===== config.mk =====
export PLATFORM = sky130hd
export DESIGN_NAME = lsu_align_flat
export DESIGN_NICKNAME = d
export VERILOG_FILES = /design/src/mem_pkg.sv /design/src/mem_req_if.sv /design/src/lsu_align.sv /design/src/flat_wrapper.sv
export SDC_FILE = /design/constraint.sdc
export NUM_CORES = 1
export LEC_CHECK = 0
export BUFFER_PORTS_ARGS = -buffer_cell sky130_fd_sc_hd__buf_2
export CAP_MARGIN = 20
export CORE_AREA = 2 2 91 93
export CTS_CLUSTER_DIAMETER = 50
export CTS_CLUSTER_SIZE = 12
export DETAILED_ROUTE_END_ITERATION = 6
export DIE_AREA = 0 0 93 95
export SETUP_SLACK_MARGIN = 0.3
export SLEW_MARGIN = 0
export SYNTH_ARGS = -nofsm -noshare
export SYNTH_HDL_FRONTEND = slang
export SYNTH_SLANG_ARGS = --single-unit

===== constraint.sdc =====
create_clock -name clk -period 2.4 [get_ports clk]
set_clock_uncertainty 0.05 [all_clocks]
set_input_delay 0.24 -clock clk [delete_from_list [all_inputs] [get_ports clk]]
set_output_delay 0.24 -clock clk [all_outputs]
set_load 0.03 [all_outputs]

===== src/mem_pkg.sv =====
package mem_pkg;

    localparam int xlen = 32;             // data and address width
    localparam int mem_words = 1024;      // memory depth in words
    localparam int mem_idx_w = $clog2(mem_words);
    localparam int mem_read_latency = 2;  // accept to rdata_valid, in cycles

    // load/store opcodes, low bits follow the rv32 funct3 size code
    typedef enum logic [3:0] {
        op_lb  = 4'b0000,
        op_lh  = 4'b0001,
        op_lw  = 4'b0010,
        op_lbu = 4'b0100,
        op_lhu = 4'b0101,
        op_sb  = 4'b1000,  // bit 3 marks a store
        op_sh  = 4'b1001,
        op_sw  = 4'b1010
    } mem_op_e;

    // arbiter sequencing states
    typedef enum logic [1:0] {
        st_wait_cmd   = 2'd0,  // idle, both requesters may start
        st_wait_ready = 2'd1,  // command held until memory is ready
        st_wait_read  = 2'd2   // read in flight
    } arb_state_e;

endpackage


===== src/mem_req_if.sv =====
interface mem_req_if;
    import mem_pkg::*;

    logic            cmd_start;    // command offered
    logic            cmd_write;    // 1 = write, no response
    logic [xlen-1:0] addr;         // word aligned
    logic [xlen-1:0] wdata;
    logic [xlen-1:0] wmask;        // per-bit write enable
    logic            cmd_ready;    // responder can take a command
    logic [xlen-1:0] rdata;
    logic            rdata_valid;  // single-cycle read response

    modport requester (
        output cmd_start,
        output cmd_write,
        output addr,
        output wdata,
        output wmask,
        input  cmd_ready,
        input  rdata,
        input  rdata_valid
    );

    modport responder (
        input  cmd_start,
        input  cmd_write,
        input  addr,
        input  wdata,
        input  wmask,
        output cmd_ready,
        output rdata,
        output rdata_valid
    );

endinterface


===== src/lsu_align.sv =====
module lsu_align (
    input  logic                     clk,
    input  logic                     rst_n,
    input  logic                     start,
    output logic                     ready,
    input  mem_pkg::mem_op_e         op,
    input  logic [mem_pkg::xlen-1:0] addr,
    input  logic [mem_pkg::xlen-1:0] wdata,
    output logic [mem_pkg::xlen-1:0] rdata,
    output logic                     rvalid,
    mem_req_if.requester             d_bus
);
    import mem_pkg::*;

    logic            is_store;
    logic [1:0]      byte_off;
    logic [xlen-1:0] st_data;
    logic [xlen-1:0] st_mask;
    mem_op_e         ld_op_q;     // operation of the outstanding load
    logic [1:0]      ld_off_q;    // its byte offset in the word
    logic [xlen-1:0] ld_shifted;

    assign is_store = op[3];
    assign byte_off = addr[1:0];

    // store side: replicate the lane across the word and mask the addressed bytes
    always_comb begin
        st_data = wdata;
        st_mask = '0;
        case (op)
            op_sb: begin
                st_data = {4{wdata[7:0]}};
                st_mask = 32'h0000_00ff << {byte_off, 3'b000};
            end
            op_sh: begin
                st_data = {2{wdata[15:0]}};
                st_mask = 32'h0000_ffff << {byte_off[1], 4'b0000};
            end
            op_sw: begin
                st_mask = '1;
            end
            default: begin
                st_mask = '0;  // loads write nothing
            end
        endcase
    end

    assign d_bus.cmd_start = start;
    assign d_bus.cmd_write = is_store;
    assign d_bus.addr      = {addr[xlen-1:2], 2'b00};
    assign d_bus.wdata     = st_data;
    assign d_bus.wmask     = st_mask;

    assign ready = d_bus.cmd_ready;

    // remember how to unpack the load once its data comes back
    always_ff @(posedge clk or negedge rst_n) begin
        if (!rst_n) begin
            ld_op_q  <= op_lw;
            ld_off_q <= 2'b00;
        end else if (start && d_bus.cmd_ready && !is_store) begin
            ld_op_q  <= op;
            ld_off_q <= byte_off;
        end
    end

    // load side: bring the addressed lane down to bit 0, then extend
    assign ld_shifted = d_bus.rdata >> {ld_off_q, 3'b000};

    always_comb begin
        case (ld_op_q)
            op_lb:   rdata = {{24{ld_shifted[7]}}, ld_shifted[7:0]};
            op_lbu:  rdata = {24'h0, ld_shifted[7:0]};
            op_lh:   rdata = {{16{ld_shifted[15]}}, ld_shifted[15:0]};
            op_lhu:  rdata = {16'h0, ld_shifted[15:0]};
            default: rdata = d_bus.rdata;  // full word
        endcase
    end

    assign rvalid = d_bus.rdata_valid;

endmodule


===== src/flat_wrapper.sv =====
// flat-port wrapper written by rule: the top's interface ports become plain ports
module lsu_align_flat import mem_pkg::*;
  (clk, rst_n, start, ready, op, addr, wdata, rdata, rvalid, d_bus_cmd_start, d_bus_cmd_write, d_bus_addr, d_bus_wdata, d_bus_wmask, d_bus_cmd_ready, d_bus_rdata, d_bus_rdata_valid);
  mem_req_if d_bus_i ();
  input  logic clk;
  input  logic rst_n;
  input  logic start;
  output logic ready;
  input  mem_pkg::mem_op_e op;
  input  logic [mem_pkg::xlen-1:0] addr;
  input  logic [mem_pkg::xlen-1:0] wdata;
  output logic [mem_pkg::xlen-1:0] rdata;
  output logic rvalid;
  output wire logic [$bits(d_bus_i.cmd_start)-1:0] d_bus_cmd_start;
  output wire logic [$bits(d_bus_i.cmd_write)-1:0] d_bus_cmd_write;
  output wire logic [$bits(d_bus_i.addr)-1:0] d_bus_addr;
  output wire logic [$bits(d_bus_i.wdata)-1:0] d_bus_wdata;
  output wire logic [$bits(d_bus_i.wmask)-1:0] d_bus_wmask;
  input wire logic [$bits(d_bus_i.cmd_ready)-1:0] d_bus_cmd_ready;
  input wire logic [$bits(d_bus_i.rdata)-1:0] d_bus_rdata;
  input wire logic [$bits(d_bus_i.rdata_valid)-1:0] d_bus_rdata_valid;
  assign d_bus_cmd_start = d_bus_i.cmd_start;
  assign d_bus_cmd_write = d_bus_i.cmd_write;
  assign d_bus_addr = d_bus_i.addr;
  assign d_bus_wdata = d_bus_i.wdata;
  assign d_bus_wmask = d_bus_i.wmask;
  assign d_bus_i.cmd_ready = d_bus_cmd_ready;
  assign d_bus_i.rdata = d_bus_rdata;
  assign d_bus_i.rdata_valid = d_bus_rdata_valid;
  lsu_align u_core (.clk(clk), .rst_n(rst_n), .start(start), .ready(ready), .op(op), .addr(addr), .wdata(wdata), .rdata(rdata), .rvalid(rvalid), .d_bus(d_bus_i));
endmodule

* Yosys cells after proc, flatten, opt, wreduce, memory -nomap -nowiden
Cells that the tools add are included.
Operators by class: reduce and logical (&&, ||, !) cells 4, multiplexer cells 3, equal/unequal tests 6, shift operators 3
Operators with widths (number):
- $pmux 32 s4 | 1
- $pmux 32 s3 | 1
- $pmux 32 s2 | 1
- $shl 16x5->32 const A | 1
- $shl 8x5->32 const A | 1
- $shr 32x5->16 | 1
- $eq 4x4->1 const B | 3
- $eq 4x3->1 const B | 2
- $eq 4x1->1 const B | 1
- $logic_not 4->1 | 1
- $logic_and 1x1->1 | 2
- $logic_not 1->1 | 1
Storage, ports and cells: word-level logic and storage cells 18, flip-flop bits (word level) 6

* Depth between registers and ports, before layout
depth after elaboration 2, depth in mapped cells 6

* Least setup slack after synthesis
OpenSTA, ideal clock, no wires.
path kind register to output, start point reg u_core.ld_op_q[1], end point out rdata[12] (netlist name), cell stages (with the launch flop) 6, arrival 2028 ps, path slack 82 ps, buffers on the path 3, path through dfstp_2 -> or2_2 -> clkbuf_1 -> clkbuf_1 -> clkbuf_1 -> o31ai_1
Between the ends: cells in the longest elaborated chain, start to end 2, elaborated cells on any way between the ends 5, classes of those cells eq/ne: 3; mux: 1; reduce/logical: 1
Ends and longest elaborated chain:
- start: declaration | line lsu_align.sv:19 | mem_op_e ld_op_q;
- start signal: assignment | line lsu_align.sv:59 | ld_op_q <= op_lw;
- start signal: assignment | line lsu_align.sv:62 | ld_op_q <= op;
- $eq 4x3->1 (tied with other cells) | line lsu_align.sv:71 | case (ld_op_q)
- $pmux 32 s4 (*) | line lsu_align.sv:71
- end: declaration | line flat_wrapper.sv:12 | output logic [mem_pkg::xlen-1:0] rdata;
Mark *: on every way between the ends. The rest lies on a longest branch, timed or not.

* Worst setup path after layout
start point reg u_core.ld_off_q[1], end point out rdata[31] (netlist name)
Between the ends: cells in the longest elaborated chain, start to end 2
Ends and longest elaborated chain:
- start: declaration | line lsu_align.sv:20 | logic [1:0] ld_off_q;
- start signal: assignment | line lsu_align.sv:63 | ld_off_q <= byte_off;
- $shr 32x5->16 | line lsu_align.sv:68 | assign ld_shifted = d_bus.rdata >> {ld_off_q, 3'b000};
- $pmux 32 s4 | line lsu_align.sv:71
Every way passes these cells.

==> metrics.csv <==
metric,value,unit
timing_max_transition_violations_final,0,
cts-buffers-inserted,3,
synth_common_cells,"72 x buf_4, 23 x mux2_2, 20 x nor2_1, 18 x a21oi_1",
portion_of_total_power_attributed_to_the_clock_network,10.0,%
cts.sink_count,6,
drtAntennaViolNets,0,
r2r_start,u_core.ld_off_q[1],
tritoncts,yes,
critical_path_arrival,1910,ps
num_io_pins,237,
status,"finished, final reports clean",
rsz0062_at_grt,yes,
synth.top_cell.area_share,28.0,%
crit_path_max_fanout,16,
cp_cell_sequence,mux4_2 > nand2_2 > a311oi_4 > buf_6 > a21o_1 > buf_2,
num_vias,2198,
power_leakage,1.46,nW
fp-row-count,33,
worstSkewPairLatency,220,ps
busiest_layer,met2,
stdcell_count,469,
global_route.usage.total,12.6,%
portbufs,172,
hp-class,primary input to flop,
placed_cells,461,
seq_area_frac_synth,7.85,%
most_repeated_cell_in_the_gate_level_netlist_after_synthesis,buf_4,
grt_pass1_wl,9070,um
fmaxAchievable,0.454,GHz
holdPathStages,2,
yosys_most_used_dff,dfrtp_1,
drt_first_pass_iters,4,
finalWorstPathRequiredPeriod,2200,ps
global_route.usage.met3,1.92,%
synth_largest_area_cell,buf_4,
worst_ep_required_time,2110,ps
post_synth_main_area_contributors,"buf_4 28%, mux2_2 13%, a21o_1 6.6%",
hold_viol,0,
final_nets,470,
synthesis.area,0.00193,sq mm
crit_type,flop to primary output,
dieWidth,93,um
postSynthCellCount,258,
worstSetupEndpointType,primary output,
clk_pin_slew_worst_paths,40,ps
p_switching,0.892,mW
worstReg2RegEnd,u_core.ld_off_q[1],
gpl.final_weighted_congestion,0.822,
holdCritStartpoint,op[2],
dp_wirelength,5320,um
post-route-drc-count,0,
floorplan.initialDensity,24.3,%
share_of_the_cycle_needed_by_the_critical_path_after_routing,91.7,%
timing.final.setup_violations,0,
clock_tree.htree_level_count,1,
postRouteWirelength,6400,um
antenna_violations_before_repair,0,
cts_max_path_buffers,2,
worst_path_dominant_cell_family,flip-flops,
r2r_slack,1410,ps
number_of_enable_flip_flop_cells_after_synthesis,0,
postSynth.asyncResetShare,100,%
synth.lib_cells_used.distinct,37,
die_h,95,um
via_per_inst,4.69,
syn_avg_cell_area,7.48,sq um
die_area,0.00884,sq mm
reg2reg_depth,2,
peak_supply_drop,0.126,mV
crit_path_max_incr_delay,420,ps
detail_route.wl_per_cell,13.6,um
path_buf_inv,2,
maxCapViolations,0,
drive_above_1_share,62.9,%
final_core_util,32.3,%
combinationalPowerShare,81.2,%
initialDrtViolationCount,51,
globalRoute.totalOverflow,0,
groute.layer.met1.usage,13.4,%
antennaDiodeCount,0,
critPathLaunchType,flop,
core_region_area,0.00793,sq mm
setup-tns-final,0,ps
sequentialPowerShare,8.8,%
synth_seq_cells,6,
global_route.usage.met2,24.7,%
critPathLaunch,u_core.ld_off_q[1],
yosysWarningCount,0,
power.internal,0.708,mW
root_buffer,clkbuf_8,
powerDensity,625,mW/mm^2
vias_in_the_first_global_route,1902,
grt_start_max_net_pins,25,
syn2layout_area_growth,32.6,%
crit_slowest_cell,dfrtp_2,
timing.hold.worst_endpoint,u_core.ld_op_q[2],
netSwitchingFraction,55.7,%
## metrics by stage
stage / power (mW) / area (sq um) / setup slack (ps) / hold slack [ps]
floorplan: 1.14 / 1940 / 82.5 / -106
finish: 1.60 / 2560 / 198 / 221
global placement: 1.36 / 2410 / 431 / 17.4
detailed placement: 1.36 / 2410 / 374 / 20.3
CTS: 1.56 / 2490 / 177 / 223
global route: 1.69 / 2560 / 135 / 226
## how the worst max path moves through the flow
stage	to	slack (ps)	cells past startpoint
floorplan	rdata[12]	80	5
global placement	rdata[20]	430	6
detailed placement	rdata[31]	370	6
CTS	rdata[31]	180	6
global route	rdata[16]	130	6
finish	rdata[31]	200	6
## power groups by stage
| stage | registers, mW | logic (mW) | clock network [mW] |
|---|---|---|---|
| 3_3_place_gp | 0.138 | 1.22 | 0 |
| 6_report | 0.141 | 1.30 | 0.160 |
| 4_1_cts | 0.139 | 1.25 | 0.165 |
| 5_1_grt | 0.145 | 1.38 | 0.171 |
| 3_5_place_dp | 0.141 | 1.22 | 0 |
| 2_1_floorplan | 0.130 | 1.01 | 0 |
## worst register-to-register path, stage by stage, from the launching register on
cell and delay [ps]:
dfrtp_2 420, buf_6 140, mux2_2 250
## per-layer routing
layer  part of all wire, %  vias up
li1                      -     1052
met2                    50      165
met3                    11       14
met1                    37      967
met4                   2.0        0
met5                     0        -
## sequential cells by signal, indices dropped and copies added (netlist names)
register and cells:
u_core.ld_op_q 4, u_core.ld_off_q 2
## logic make-up after synthesis
kind of cell	share of synthesized area [%]
AO/OA/AOI/OAI	25.8
buffers and inverters	32.9
flip-flops	7.85
multiplexers	20.8
other	0.194
AND/OR/NAND/NOR	12.5
## cell type report
type,instances,area [sq um]
clock buffers,4,45.0
fillers,852,5370
inverters,5,18.8
multi-input cells,161,1170
flip-flops and latches,6,154
well taps,105,131
repair buffers,188,1040
## timing repair
item | 4_1_cts | 5_1_grt
endpoints found under the setup margin | 26 | 24
resized for setup | 8 | 12
hold buffers | 1 | 0
hold endpoints to repair | 6 | 0
buffers inserted | 1 | 1
cloned | 0 | 1
## layout by cell type (no fill, tap or decap), types with 4 or more instances in the layout
master,netlist,routed
mux2i_1,12,12
a22oi_1,4,4
buf_2,3,165
o31ai_1,6,6
nor2_1,20,20
mux2_2,23,23
buf_4,72,17
nand2_1,17,17
nor2b_1,5,5
a21oi_1,18,15
a21o_1,17,17
o21ai_0,9,7
a31oi_1,4,4
inv_1,4,4
Power figures use the tool's default switching activity.
