## src/mem_pkg.sv

```systemverilog
package mem_pkg;

    localparam int xlen = 32;             // data and address width
    localparam int mem_words = 1024;      // memory depth in words
    localparam int mem_idx_w = $clog2(mem_words);
    localparam int mem_read_latency = 2;  // accept to rdata_valid, in cycles

    // load/store opcodes, low bits follow the rv32 funct3 size code
    typedef enum logic [3:0] {
        op_lb  = 4'b0000,
        op_lh  = 4'b0001,
        op_lw  = 4'b0010,
        op_lbu = 4'b0100,
        op_lhu = 4'b0101,
        op_sb  = 4'b1000,  // bit 3 marks a store
        op_sh  = 4'b1001,
        op_sw  = 4'b1010
    } mem_op_e;

    // arbiter sequencing states
    typedef enum logic [1:0] {
        st_wait_cmd   = 2'd0,  // idle, both requesters may start
        st_wait_ready = 2'd1,  // command held until memory is ready
        st_wait_read  = 2'd2   // read in flight
    } arb_state_e;

endpackage

```

## src/mem_req_if.sv

```systemverilog
interface mem_req_if;
    import mem_pkg::*;

    logic            cmd_start;    // command offered
    logic            cmd_write;    // 1 = write, no response
    logic [xlen-1:0] addr;         // word aligned
    logic [xlen-1:0] wdata;
    logic [xlen-1:0] wmask;        // per-bit write enable
    logic            cmd_ready;    // responder can take a command
    logic [xlen-1:0] rdata;
    logic            rdata_valid;  // single-cycle read response

    modport requester (
        output cmd_start,
        output cmd_write,
        output addr,
        output wdata,
        output wmask,
        input  cmd_ready,
        input  rdata,
        input  rdata_valid
    );

    modport responder (
        input  cmd_start,
        input  cmd_write,
        input  addr,
        input  wdata,
        input  wmask,
        output cmd_ready,
        output rdata,
        output rdata_valid
    );

endinterface

```

## src/mem_arbiter.sv

```systemverilog
module mem_arbiter (
    input  logic                     clk,
    input  logic                     rst_n,
    input  logic                     fetch_start,
    output logic                     fetch_ready,
    input  logic [mem_pkg::xlen-1:0] fetch_addr,
    output logic [mem_pkg::xlen-1:0] fetch_inst,
    output logic                     fetch_valid,
    mem_req_if.responder             d_bus,
    mem_req_if.requester             m_bus
);
    import mem_pkg::*;

    arb_state_e      state_q;
    logic            cmd_is_fetch_q;  // current command belongs to fetch
    logic            d_pending_q;     // data command held behind a fetch
    logic [xlen-1:0] fetch_addr_q;
    logic            d_write_q;
    logic [xlen-1:0] d_addr_q;
    logic [xlen-1:0] d_wdata_q;
    logic [xlen-1:0] d_wmask_q;
    logic            idle;
    logic            rsp_done;

    assign idle     = (state_q == st_wait_cmd);
    assign rsp_done = (state_q == st_wait_read) && m_bus.rdata_valid;

    // only take new work when nothing is in progress
    assign fetch_ready     = idle;
    assign d_bus.cmd_ready = idle;

    // steer the memory response to its owner
    assign fetch_inst        = m_bus.rdata;
    assign fetch_valid       = rsp_done && cmd_is_fetch_q;
    assign d_bus.rdata       = m_bus.rdata;
    assign d_bus.rdata_valid = rsp_done && !cmd_is_fetch_q;

    always_comb begin
        m_bus.cmd_start = 1'b0;
        m_bus.cmd_write = 1'b0;
        m_bus.addr      = d_addr_q;
        m_bus.wdata     = d_wdata_q;
        m_bus.wmask     = d_wmask_q;
        case (state_q)
            st_wait_cmd: begin
                // pass straight through, fetch wins a tie
                m_bus.cmd_start = m_bus.cmd_ready && (fetch_start || d_bus.cmd_start);
                m_bus.cmd_write = !fetch_start && d_bus.cmd_write;
                m_bus.addr      = fetch_start ? fetch_addr : d_bus.addr;
                m_bus.wdata     = d_bus.wdata;
                m_bus.wmask     = d_bus.wmask;
            end
            st_wait_ready: begin
                m_bus.cmd_start = 1'b1;
                m_bus.cmd_write = !cmd_is_fetch_q && d_write_q;
                m_bus.addr      = cmd_is_fetch_q ? fetch_addr_q : d_addr_q;
            end
            st_wait_read: begin
                // chain the held data command onto the fetch response
                m_bus.cmd_start = rsp_done && cmd_is_fetch_q && d_pending_q;
                m_bus.cmd_write = d_write_q;
            end
            default: begin
                m_bus.cmd_start = 1'b0;
            end
        endcase
    end

    always_ff @(posedge clk or negedge rst_n) begin
        if (!rst_n) begin
            state_q        <= st_wait_cmd;
            cmd_is_fetch_q <= 1'b0;
            d_pending_q    <= 1'b0;
        end else begin
            case (state_q)
                st_wait_cmd: begin
                    if (fetch_start) begin
                        cmd_is_fetch_q <= 1'b1;
                        d_pending_q    <= d_bus.cmd_start;
                        state_q        <= m_bus.cmd_ready ? st_wait_read : st_wait_ready;
                    end else if (d_bus.cmd_start) begin
                        cmd_is_fetch_q <= 1'b0;
                        d_pending_q    <= 1'b0;
                        if (!m_bus.cmd_ready) begin
                            state_q <= st_wait_ready;
                        end else if (!d_bus.cmd_write) begin
                            state_q <= st_wait_read;
                        end
                    end
                end
                st_wait_ready: begin
                    if (m_bus.cmd_ready) begin
                        if (cmd_is_fetch_q || !d_write_q) begin
                            state_q <= st_wait_read;
                        end else begin
                            state_q <= st_wait_cmd;  // write done on acceptance
                        end
                    end
                end
                st_wait_read: begin
                    if (m_bus.rdata_valid) begin
                        if (cmd_is_fetch_q && d_pending_q) begin
                            cmd_is_fetch_q <= 1'b0;
                            d_pending_q    <= 1'b0;
                            if (!m_bus.cmd_ready) begin
                                state_q <= st_wait_ready;
                            end else if (d_write_q) begin
                                state_q <= st_wait_cmd;
                            end else begin
                                state_q <= st_wait_read;  // held load now in flight
                            end
                        end else begin
                            state_q <= st_wait_cmd;
                        end
                    end
                end
                default: state_q <= st_wait_cmd;
            endcase
        end
    end

    // capture both requests at acceptance
    always_ff @(posedge clk) begin
        if (idle && (fetch_start || d_bus.cmd_start)) begin
            fetch_addr_q <= fetch_addr;
            d_write_q    <= d_bus.cmd_write;
            d_addr_q     <= d_bus.addr;
            d_wdata_q    <= d_bus.wdata;
            d_wmask_q    <= d_bus.wmask;
        end
    end

endmodule

```

## src/flat_wrapper.sv

```systemverilog
// flat-port wrapper written by rule: the top's interface ports become plain ports
module mem_arbiter_flat import mem_pkg::*;
  (clk, rst_n, fetch_start, fetch_ready, fetch_addr, fetch_inst, fetch_valid, d_bus_cmd_start, d_bus_cmd_write, d_bus_addr, d_bus_wdata, d_bus_wmask, d_bus_cmd_ready, d_bus_rdata, d_bus_rdata_valid, m_bus_cmd_start, m_bus_cmd_write, m_bus_addr, m_bus_wdata, m_bus_wmask, m_bus_cmd_ready, m_bus_rdata, m_bus_rdata_valid);
  mem_req_if d_bus_i ();
  mem_req_if m_bus_i ();
  input  logic clk;
  input  logic rst_n;
  input  logic fetch_start;
  output logic fetch_ready;
  input  logic [mem_pkg::xlen-1:0] fetch_addr;
  output logic [mem_pkg::xlen-1:0] fetch_inst;
  output logic fetch_valid;
  input wire logic [$bits(d_bus_i.cmd_start)-1:0] d_bus_cmd_start;
  input wire logic [$bits(d_bus_i.cmd_write)-1:0] d_bus_cmd_write;
  input wire logic [$bits(d_bus_i.addr)-1:0] d_bus_addr;
  input wire logic [$bits(d_bus_i.wdata)-1:0] d_bus_wdata;
  input wire logic [$bits(d_bus_i.wmask)-1:0] d_bus_wmask;
  output wire logic [$bits(d_bus_i.cmd_ready)-1:0] d_bus_cmd_ready;
  output wire logic [$bits(d_bus_i.rdata)-1:0] d_bus_rdata;
  output wire logic [$bits(d_bus_i.rdata_valid)-1:0] d_bus_rdata_valid;
  output wire logic [$bits(m_bus_i.cmd_start)-1:0] m_bus_cmd_start;
  output wire logic [$bits(m_bus_i.cmd_write)-1:0] m_bus_cmd_write;
  output wire logic [$bits(m_bus_i.addr)-1:0] m_bus_addr;
  output wire logic [$bits(m_bus_i.wdata)-1:0] m_bus_wdata;
  output wire logic [$bits(m_bus_i.wmask)-1:0] m_bus_wmask;
  input wire logic [$bits(m_bus_i.cmd_ready)-1:0] m_bus_cmd_ready;
  input wire logic [$bits(m_bus_i.rdata)-1:0] m_bus_rdata;
  input wire logic [$bits(m_bus_i.rdata_valid)-1:0] m_bus_rdata_valid;
  assign d_bus_i.cmd_start = d_bus_cmd_start;
  assign d_bus_i.cmd_write = d_bus_cmd_write;
  assign d_bus_i.addr = d_bus_addr;
  assign d_bus_i.wdata = d_bus_wdata;
  assign d_bus_i.wmask = d_bus_wmask;
  assign d_bus_cmd_ready = d_bus_i.cmd_ready;
  assign d_bus_rdata = d_bus_i.rdata;
  assign d_bus_rdata_valid = d_bus_i.rdata_valid;
  assign m_bus_cmd_start = m_bus_i.cmd_start;
  assign m_bus_cmd_write = m_bus_i.cmd_write;
  assign m_bus_addr = m_bus_i.addr;
  assign m_bus_wdata = m_bus_i.wdata;
  assign m_bus_wmask = m_bus_i.wmask;
  assign m_bus_i.cmd_ready = m_bus_cmd_ready;
  assign m_bus_i.rdata = m_bus_rdata;
  assign m_bus_i.rdata_valid = m_bus_rdata_valid;
  mem_arbiter u_core (.clk(clk), .rst_n(rst_n), .fetch_start(fetch_start), .fetch_ready(fetch_ready), .fetch_addr(fetch_addr), .fetch_inst(fetch_inst), .fetch_valid(fetch_valid), .d_bus(d_bus_i), .m_bus(m_bus_i));
endmodule
```

## config.mk

```make
export PLATFORM = sky130hd
export DESIGN_NAME = mem_arbiter_flat
export DESIGN_NICKNAME = d
export VERILOG_FILES = /design/src/mem_pkg.sv /design/src/mem_req_if.sv /design/src/mem_arbiter.sv /design/src/flat_wrapper.sv
export SDC_FILE = /design/constraint.sdc
export NUM_CORES = 1
export LEC_CHECK = 0
export BUFFER_PORTS_ARGS = -buffer_cell sky130_fd_sc_hd__buf_2
export CAP_MARGIN = 20
export CORE_AREA = 5 5 125 127
export DETAILED_ROUTE_END_ITERATION = 7
export DIE_AREA = 0 0 130 132
export PLACE_DENSITY = 0.87
export SLEW_MARGIN = 20
export SYNTH_ARGS = -nofsm -noshare
export SYNTH_HDL_FRONTEND = slang
export SYNTH_SLANG_ARGS = --single-unit
```

## constraint.sdc

```tcl
create_clock -name clk -period 14 [get_ports clk]
set_input_delay 1.4 -clock clk [delete_from_list [all_inputs] [get_ports clk]]
set_output_delay 1.4 -clock clk [all_outputs]
set_load 0.05 [all_outputs]
```

# Yosys cells after proc, flatten, opt, wreduce, memory -nomap -nowiden
# Cells that the tools add are included.
[word_totals] regBits=133 in_bits=167 output_inout_bits=166
[classes] eq_ne=7 muxes=26 n_reduce_logical=18
[op_table] operator="$mux W32" count=4
[op_table] operator="$pmux W32 S2" count=1
[op_table] operator="$mux W2" count=11
[op_table] operator="$logic_and A1 B1 Y1" count=9
[op_table] operator="$reduce_and A4 Y1" count=2
[op_table] operator="$ne A2 B2 Y1 const B" count=3
[op_table] operator="$pmux W1 S3" count=2
[op_table] operator="$pmux W2 S3" count=1
[op_table] operator="$mux W1" count=5
[op_table] operator="$ne A4 B4 Y1 const B" count=1
[op_table] operator="$pmux W1 S2" count=2
[op_table] operator="$logic_not A1 Y1" count=3
[op_table] operator="$ne A3 B3 Y1 const B" count=1
[op_table] operator="$eq A2 B1 Y1 const B" count=1
[op_table] operator="$eq A2 B2 Y1 const B" count=1
[op_table] operator="$logic_not A2 Y1" count=1
[op_table] operator="$logic_or A1 B1 Y1" count=2
[op_table] operator="$reduce_bool A2 Y1" count=1

# Depth between registers and ports, before layout
# Gate-level depths: netlist of run 1.
[logic_depth] depth_word=5 mapped_depth=7 mapped_depth_nobuf=4

# Worst setup path before layout of run 1
# OpenSTA, ideal clock, no wires.
[synth_path] path_type="input to register" from="input fetch_start" to="register u_core.d_addr_q[0] (enable)" setup_ns=0.775 arrival_time_ns=10.377 required_time_ns=13.225 slack_ns=2.848 stages=3 path_buffers=1 path_cell_list="buf_2 -> nor2_1 -> nor3_1"
[synth_via] elab_chain_cells=2
[synth_rtl] item="start: declaration" line="flat_wrapper.sv:8" rtl="input logic fetch_start;"
[synth_rtl] item="$logic_or A1 B1 Y1" line="mem_arbiter.sv:124" rtl="if (idle && (fetch_start || d_bus.cmd_start)) begin"
[synth_rtl] item="$logic_and A1 B1 Y1" line="mem_arbiter.sv:124"
[synth_rtl] item="end signal: assignment" line="mem_arbiter.sv:127" rtl="d_addr_q <= d_bus.addr;"
[synth_rtl] item="end: declaration" line="mem_arbiter.sv:19" rtl="logic [xlen-1:0] d_addr_q;"
# Every way passes these cells.
# A chain may end at the register's enable or synchronous reset.

# Worst setup path after layout of run 1
[layout_path] from="register u_core.state_q[1]" to="output m_bus_addr[29]"
[layout_via] elab_chain_cells=2 word_cells_on_any_way=3
[layout_rtl] item="start: declaration" line="mem_arbiter.sv:14" rtl="arb_state_e state_q;"
[layout_rtl] item="start signal: assignment" line="mem_arbiter.sv:71" rtl="state_q <= st_wait_cmd;"
[layout_rtl] item="start signal: assignment" line="mem_arbiter.sv:80" rtl="state_q <= m_bus.cmd_ready ? st_wait_read : st_wait_ready;"
[layout_rtl] item="start signal: assignment" line="mem_arbiter.sv:85" rtl="state_q <= st_wait_ready;"
[layout_rtl] item="$eq A2 B1 Y1 or $logic_not A2 Y1 (tied branches)" line="mem_arbiter.sv:44" rtl="case (state_q)"
[layout_rtl] item="$pmux W32 S2 *" line="mem_arbiter.sv:44"
[layout_rtl] item="end: declaration" line="flat_wrapper.sv:23" rtl="output wire logic [$bits(m_bus_i.addr)-1:0] m_bus_addr;"
# Every way passes the cells marked *; elsewhere a longest branch is shown, timed or not.

==> summary.log, run 1 <==
qor: run_status.status finished, final reports clean
qor: clock_tree.cts-htree-levels 4
qor: setup_path.critPathArrivalTime 2.86 ns
qor: global_routing.grt_use_total 19.38%
qor: final_layout.synth_to_final_area_change 20.76%
qor: detailed_routing.detail_route.vias_per_cell 5.115
qor: setup_path.max_stage_delay 0.94 ns
qor: power_and_ir_drop.vdd.ir_drop.worst 0.2161 mV
qor: clock_tree.tritoncts_clock_tree yes
qor: synth.post_synth_inst_count 489
qor: setup_path.reg2regPathDepth 2
qor: setup_path.cp_slowest_cell sky130_fd_sc_hd__dfrtp_2
qor: clock_tree.ctsLongestPathBuffers 2
qor: hold_path.min_delay_worst_endpoint u_core.d_pending_q
qor: global_routing.first_global_vias 4616
qor: hold_path.holdPathStages 1
qor: power_and_ir_drop.report.power.total 2.128 mW
qor: detailed_routing.via_count 4373
qor: final_layout.drive_above_1_share 50.22%
qor: final_layout.finalNetCount 825
qor: floorplan.floorplan.core_area 14310 um2
qor: setup_path.crit_chain inv_1 > o21ai_2 > buf_4 > nand2_1 > o21ai_1 > buf_2
qor: timing.shortest_period_the_worst_path_allows 4.263 ns
qor: final_layout.diodes 0
qor: place.dp.final_hpwl 12740 um
qor: global_routing.grt_start_max_net_pins 76
qor: timing.hold_ws 0.5316 ns
qor: floorplan.die_w 130 um
qor: timing.max_slew.worst_pin.slew 0.9471 ns
qor: clock_tree.post_cts_resized 0
qor: synth.synth_ff_type sky130_fd_sc_hd__edfxtp_1
qor: place.numPortBuffers 236
qor: timing.achievable-frequency 234.6 MHz
qor: synth.synth_cell_types 34
qor: synth.synth-edff-count 129
qor: setup_path.regToRegEndpoint u_core.d_addr_q[19]
qor: place.preCtsSetupSlack 9.754 ns
qor: timing.fin_skew 0.007735 ns
qor: floorplan.dieArea 17160 um2
qor: final_layout.finish.instance_area 7853 um2
qor: place.placed_cells 823
qor: timing.final_max_slew_viol_count 0
qor: detailed_routing.first_iter_violations 229
qor: detailed_routing.drt_first_pass_iters 4
qor: clock_tree.clkLatencyLatePin 0.41 ns
qor: power_and_ir_drop.power_density 271.1 nW/um2
qor: detailed_routing.post_drt_wl_per_cell 20.02 um
qor: hold_path.hold_path.startpoint u_core.d_pending_q
qor: global_routing.gr-total-overflow 0
qor: final_layout.finish.utilization 54.86%
qor: setup_path.timing.critical_path.required 12.60 ns
qor: clock_tree.numCtsBuffers 17
qor: floorplan.row_count 44
qor: synth.number_of_nets_in_the_synthesized_netlist 656
qor: setup_path.crit-reg2reg-launch u_core.state_q[1]
qor: clock_tree.postCtsHoldBufs 0
qor: timing.share_of_the_clock_period_used_by_the_worst_path 30.45%
qor: clock_tree.postCtsSetupRepairBufs 0
qor: place.postPlaceCellArea 7287 um2
qor: synth.yosys.area.top_type_share 59.57%
qor: synth.synth.avg_cell_area 13.30 um2
qor: synth.sequential_area_share_after_synthesis 61.11%
qor: setup_path.path_max_fanout 44
qor: global_routing.wire_length_of_the_first_global_routing_pass 25530 um
qor: detailed_routing.routed_wl 17120 um
qor: detailed_routing.drc 0
qor: synth.ys_top_cells_by_count 129 x sky130_fd_sc_hd__edfxtp_1, 79 x sky130_fd_sc_hd__buf_4, 59 x sky130_fd_sc_hd__mux2_2
qor: timing.slew-limit-headroom 36.86%
qor: floorplan.floorplan.die.height 132 um
qor: synth.mappedNetlistArea 6502 um2
qor: final_layout.final_cells 855
qor: setup_path.criticalPathCategory reg -> out
qor: synth.post-synth-top-area-cell sky130_fd_sc_hd__edfxtp_1
qor: synth.yosysWarnings 0
qor: floorplan.io_pins 333
qor: global_routing.grt_antenna_before_repair 2
qor: timing.setup_viol 0
qor: floorplan.initial_util 45.43%
qor: detailed_routing.route.antenna.remaining_nets 0
qor: clock_tree.cts.reportedPaths.clkPinSlew 0.05 ns
qor: setup_path.startpoint_kind_of_the_worst_setup_timing_path register
qor: timing.tns 0 ns
qor: timing.finalHoldViolations 0
qor: timing.grt_setup_unrepaired false
qor: final_layout.fillerInstances 1197
qor: setup_path.rrSetupSlack 11.78 ns
qor: clock_tree.root_buffer sky130_fd_sc_hd__clkbuf_16
qor: synth.synth.most_common_cell sky130_fd_sc_hd__edfxtp_1
qor: setup_path.endpoint_kind primary output
qor: power_and_ir_drop.total_leakage_power 3.257 nW
qor: place.gp_congestion 0.7712
qor: timing.worst_slack 9.737 ns
qor: synth.ys_ff_latch 133
qor: run.max_cap_viol_count 0
qor: synth.ys_async_rst_share 3.008%
qor: synth.synth_top_cells_by_area sky130_fd_sc_hd__edfxtp_1 60%, sky130_fd_sc_hd__mux2_2 10%, sky130_fd_sc_hd__buf_4 9.1%, sky130_fd_sc_hd__mux2i_1 4.9%, sky130_fd_sc_hd__a21oi_1 2.8%
qor: clock_tree.tritoncts_num_sinks 133
qor: hold_path.tightest_hold_check_type reg -> reg
## sequential cells by signal (all words and copies together) (netlist names)
name	flops
u_core.d_addr_q	32
u_core.d_wdata_q	32
u_core.d_wmask_q	32
u_core.fetch_addr_q	32
u_core.state_q	2
u_core.cmd_is_fetch_q	1
u_core.d_pending_q	1
u_core.d_write_q	1
## cell usage in the layout, fill, tap and decap left out, drive strengths merged, types with 3 or more instances in the layout
cell,n
nor2,35
dfrtp,4
inv,4
mux2i,32
mux2,64
edfxtp,129
clkbuf,18
nand2,36
buf,242
nor3,3
clkinv,9
a21oi,37
nand2b,3
o21ai,37
## layer usage
metal | GRT usage [%] | part of all wire, % | wire [um] | vias up
met5 | 0 | 0.088 | 15 | -
met4 | 7.448 | 2.2 | 382 | 2
met3 | 8.509 | 10 | 1781 | 18
met2 | 33.98 | 52 | 8929 | 238
met1 | 20.21 | 35 | 6011 | 2056
li1 | - | - | - | 2059
## final cells by class
class / count / area [um2] / area share (%)
clock buffers: 18 / 429.2 / 5.465
clock inverters: 14 / 136.4 / 1.737
inverters: 3 / 11.26 / 0.1434
multi-input cells: 261 / 1843 / 23.47
flip-flops and latches: 133 / 3976 / 50.64
well taps: 184 / 230.2 / 2.932
repair buffers: 242 / 1226 / 15.62
## where the power goes
group	total, mW	switching [mW]	internal [mW]
registers	0.627	0.0524	0.575
clock network	0.425	0.165	0.260
logic	1.08	0.815	0.261
total	2.13	1.03	1.10
## worst max-delay path: cells and delay by family, from the launching register on
family,cells,cell delay (ns)
AOI/OAI and AO/OA,2,0.48
and+or+nand+nor,1,0.07
buffers and inverters,3,0.94
DFF,1,0.94
## worst max path at each step
| stage | start | to | slack, ns |
|---|---|---|---|
| 3_5_place_dp | fetch_start | m_bus_addr[29] | 9.75 |
| 6_report | u_core.state_q[1] | m_bus_addr[29] | 9.74 |
| 2_1_floorplan | fetch_start | u_core.d_addr_q[0] | 2.85 |
| 5_1_grt | u_core.state_q[1] | m_bus_addr[29] | 9.55 |
| 4_1_cts | u_core.state_q[1] | m_bus_addr[29] | 9.68 |
| 3_3_place_gp | fetch_start | m_bus_addr[8] | 9.81 |
## cell families after synthesis
kind of cell / Yosys count / share of synthesized area, %
flip-flops: 133 / 61.11
multiplexers: 96 / 16.01
buffers and inverters: 95 / 10.62
AO/OA/AOI/OAI: 83 / 6.870
AND/OR/NAND/NOR: 82 / 5.388
Note: power is estimated with default switching activity, not from simulation.
==> run 2, diff against run 1 <==
Clock period 14 ns to 4.15 ns, I/O delays scaled along.
==> run 2 against run 1 <==
  * Wire length grew 9.7%
  * Sequential share of layout area grew 0.057 points
  * Core utilization down 0.079 points
  * Global-route usage increased by 1.9 points
==> summary.log, run 2 (synthesis gave the netlist of run 1 again) <==
qor: timing.worst_slack 0.9308 ns [-8.806 ns]
qor: hold_path.hold_path.startpoint d_bus_wdata[20]
qor: detailed_routing.drc 0 [unchanged]
qor: setup_path.critical_path.most_common_cell sky130_fd_sc_hd__buf_4
qor: floorplan.dieArea 17160 um2 [unchanged]
qor: power_and_ir_drop.power_density 912.5 nW/um2 [+240%]
qor: detailed_routing.top_layer met5
qor: detailed_routing.wl_met1 6070 um [+0.98%]
qor: hold_path.tightest_hold_check_type in -> reg
qor: setup_path.crit-reg2reg-launch u_core.state_q[1]
qor: place.numPortBuffers 236 [unchanged]
qor: detailed_routing.first_iter_violations 299 [+31%]
qor: timing.slew-limit-headroom 31.20% [-5.7 points]
qor: detailed_routing.via_count 4476 [+2.4%]
qor: power_and_ir_drop.power.switching 3.562 mW [+250%]
qor: timing.hold_ws 0.1804 ns [-0.3512 ns]
qor: setup_path.startpoint_kind_of_the_worst_setup_timing_path register
qor: final_layout.fillerInstances 1207 [+0.84%]
qor: detailed_routing.route.antenna.remaining_nets 0 [unchanged]
qor: run_status.status finished, final reports clean
qor: global_routing.grt_use_total 21.30% [+1.9 points]
qor: place.dp.final_hpwl 14230 um [+12%]
qor: clock_tree.cts.reportedPaths.clkPinSlew 0.07 ns [+0.02 ns]
qor: place.preCtsSetupSlack 1.324 ns [-8.430 ns]
qor: setup_path.endpoint_kind primary output
qor: timing.share_of_the_clock_period_used_by_the_worst_path 77.57%
qor: detailed_routing.post_drt_wl_per_cell 21.89 um [+9.3%]
qor: place.placed_cells 824 [+0.12%]
qor: final_layout.finalNetCount 827 [+0.24%]
qor: timing.setup_viol 0 [unchanged]
qor: detailed_routing.drt_first_pass_iters 5 [+1]
qor: timing.fin_skew 0.008545 ns [+0.0008100 ns]
qor: floorplan.row_count 44 [unchanged]
qor: power_and_ir_drop.report.power.total 7.155 mW [+240%]
qor: power_and_ir_drop.power.share.switching 49.78% [+1.3 points]
qor: timing.achievable-frequency 310.6 MHz
qor: setup_path.path_max_fanout 70 [+59%]
qor: power_and_ir_drop.p_clk_share 19.1% [-0.9 points]
qor: global_routing.gr-total-overflow 0 [unchanged]
qor: power_and_ir_drop.combPwrFrac 51.5% [+0.9 points]
qor: timing.shortest_period_the_worst_path_allows 3.219 ns
qor: floorplan.floorplan.die.height 132 um [unchanged]
qor: clock_tree.cts-htree-levels 4 [unchanged]
qor: setup_path.reg2regPathDepth 3 [+1]
qor: floorplan.io_pins 333 [unchanged]
qor: setup_path.regToRegEndpoint u_core.d_addr_q[14]
qor: power_and_ir_drop.seqPwrFrac 29.5% [about the same]
qor: setup_path.criticalPathCategory reg -> out
qor: final_layout.final_common_cell sky130_fd_sc_hd__buf_2
qor: clock_tree.root_buffer sky130_fd_sc_hd__clkbuf_16
qor: timing.final_max_slew_viol_count 0 [unchanged]
qor: floorplan.initial_util 45.43% [unchanged]
qor: setup_path.rrSetupSlack 1.65 ns [-10.13 ns]
qor: clock_tree.numCtsBuffers 17 [unchanged]
qor: final_layout.synth_to_final_area_change 20.59%
qor: global_routing.grt_antenna_before_repair 3 [+1]
qor: clock_tree.post_cts_resized 0 [unchanged]
qor: clock_tree.tritoncts_clock_tree yes
qor: clock_tree.tritoncts_num_sinks 133 [unchanged]
qor: setup_path.max_stage_delay 0.64 ns [-0.30 ns]
qor: clock_tree.clkLatencyLatePin 0.42 ns [about the same]
qor: setup_path.critPathArrivalTime 2.80 ns [-0.06 ns]
qor: global_routing.wire_length_of_the_first_global_routing_pass 27280 um [+6.8%]
qor: detailed_routing.dr_wl_met3 2020 um [+13%]
qor: power_and_ir_drop.cell_internal_pwr 3.593 mW [+230%]
qor: timing.grt_setup_unrepaired false
qor: detailed_routing.routed_wl 18780 um [+9.7%]
qor: place.gp_congestion 0.8212 [+6.5%]
qor: run.max_cap_viol_count 0 [unchanged]
qor: final_layout.layout.cells.most_common_list 236 x sky130_fd_sc_hd__buf_2, 129 x sky130_fd_sc_hd__edfxtp_1, 59 x sky130_fd_sc_hd__mux2_2
qor: setup_path.cp_slowest_cell sky130_fd_sc_hd__buf_4
qor: final_layout.final_cells 858 [+0.35%]
qor: detailed_routing.met2WireLength 10080 um [+13%]
qor: setup_path.setup.worst_path.start u_core.state_q[0]
qor: detailed_routing.detail_route.vias_per_cell 5.217 [+2.0%]
qor: clock_tree.ctsLongestPathBuffers 2 [unchanged]
qor: floorplan.die_w 130 um [unchanged]
qor: hold_path.min_delay_worst_endpoint u_core.d_wdata_q[20]
qor: setup_path.timing.critical_path.required 3.73 ns [-8.87 ns]
qor: timing.max_slew.worst_pin.slew 1.032 ns [+0.08484 ns]
qor: final_layout.drive_above_1_share 50.37% [+0.15 points]
qor: power_and_ir_drop.vdd.ir_drop.worst 0.8499 mV [+290%]
qor: global_routing.first_global_vias 4613 [-0.065%]
qor: power_and_ir_drop.total_leakage_power 3.249 nW [-0.25%]
qor: global_routing.grt_start_max_net_pins 81 [+6.6%]
qor: timing.finalHoldViolations 0 [unchanged]
qor: floorplan.floorplan.core_area 14310 um2 [unchanged]
qor: setup_path.crit_chain buf_4 > nor2_4 > buf_4 > mux2_2 > buf_2
qor: hold_path.holdPathStages 1 [unchanged]
## run 2: cell types whose count changed in the layout (fill, tap and decap cells not counted), moves of 2 or more
| cell | change |
|---|---|
| sky130_fd_sc_hd__inv_6 | +2 |
| sky130_fd_sc_hd__clkinv_4 | -2 |
| sky130_fd_sc_hd__clkinvlp_4 | +2 |
| sky130_fd_sc_hd__bufinv_16 | -2 |
## run 2: timing repair
item | in CTS | in global routing
hold buffers | 1 | 0
endpoints found under the hold margin | 4 | 0
buffers inserted | 0 | 0
## run 2: metal layers
metal,vias up,GRT usage (%)
met5,-,0
met4,4,9.065
met3,34,8.549
met2,261,38.22
met1,2108,21.52
li1,2069,-
## run 2: metrics by stage
stage / util [%] / TNS [ns] / instance area [um2]
2_1_floorplan: - / -18.81 / 6534
3_3_place_gp: 51.00 / 0 / 7300
3_5_place_dp: 51.00 / 0 / 7300
4_1_cts: 54.76 / 0 / 7839
5_1_grt: 54.78 / 0 / 7841
6_report: 54.78 / 0 / 7841
## run 2: layout make-up
type / instances / area, um2 / area share [%]
Antenna cell: 1 / 2.502 / 0.03191
Clock buffer: 17 / 425.4 / 5.425
Clock inverter: 15 / 103.9 / 1.324
Inverter: 3 / 11.26 / 0.1436
Multi-Input combinational cell: 261 / 1849 / 23.58
Sequential cell: 133 / 3975 / 50.69
Tap cell: 184 / 230.2 / 2.936
Timing Repair Buffer: 244 / 1244 / 15.86
## run 2: power groups by stage
stage / Sequential, mW / Combinational [mW] / Clock [mW]
floorplan: 2.06 / 3.18 / 0
global placement: 2.12 / 3.69 / 0
detailed placement: 2.12 / 3.72 / 0
CTS: 2.11 / 3.73 / 1.39
global route: 2.13 / 3.88 / 1.44
finish: 2.11 / 3.68 / 1.37
## run 2: critical path: cells and delay by family (launching register included)
family,cells,cell delay [ns]
buffers and inverters,3,1.17
flip-flops,1,0.56
multiplexers,1,0.44
AND/OR/NAND/NOR,1,0.13
## run 2: worst max path at each step
stage / end / slack, ns
after floorplan: u_core.d_addr_q[0] / -0.15
after global placement: m_bus_addr[19] / 1.31
after detailed placement: m_bus_addr[19] / 1.32
after CTS: m_bus_addr[19] / 0.87
after global routing: m_bus_addr[19] / 0.80
final: m_bus_wmask[22] / 0.93
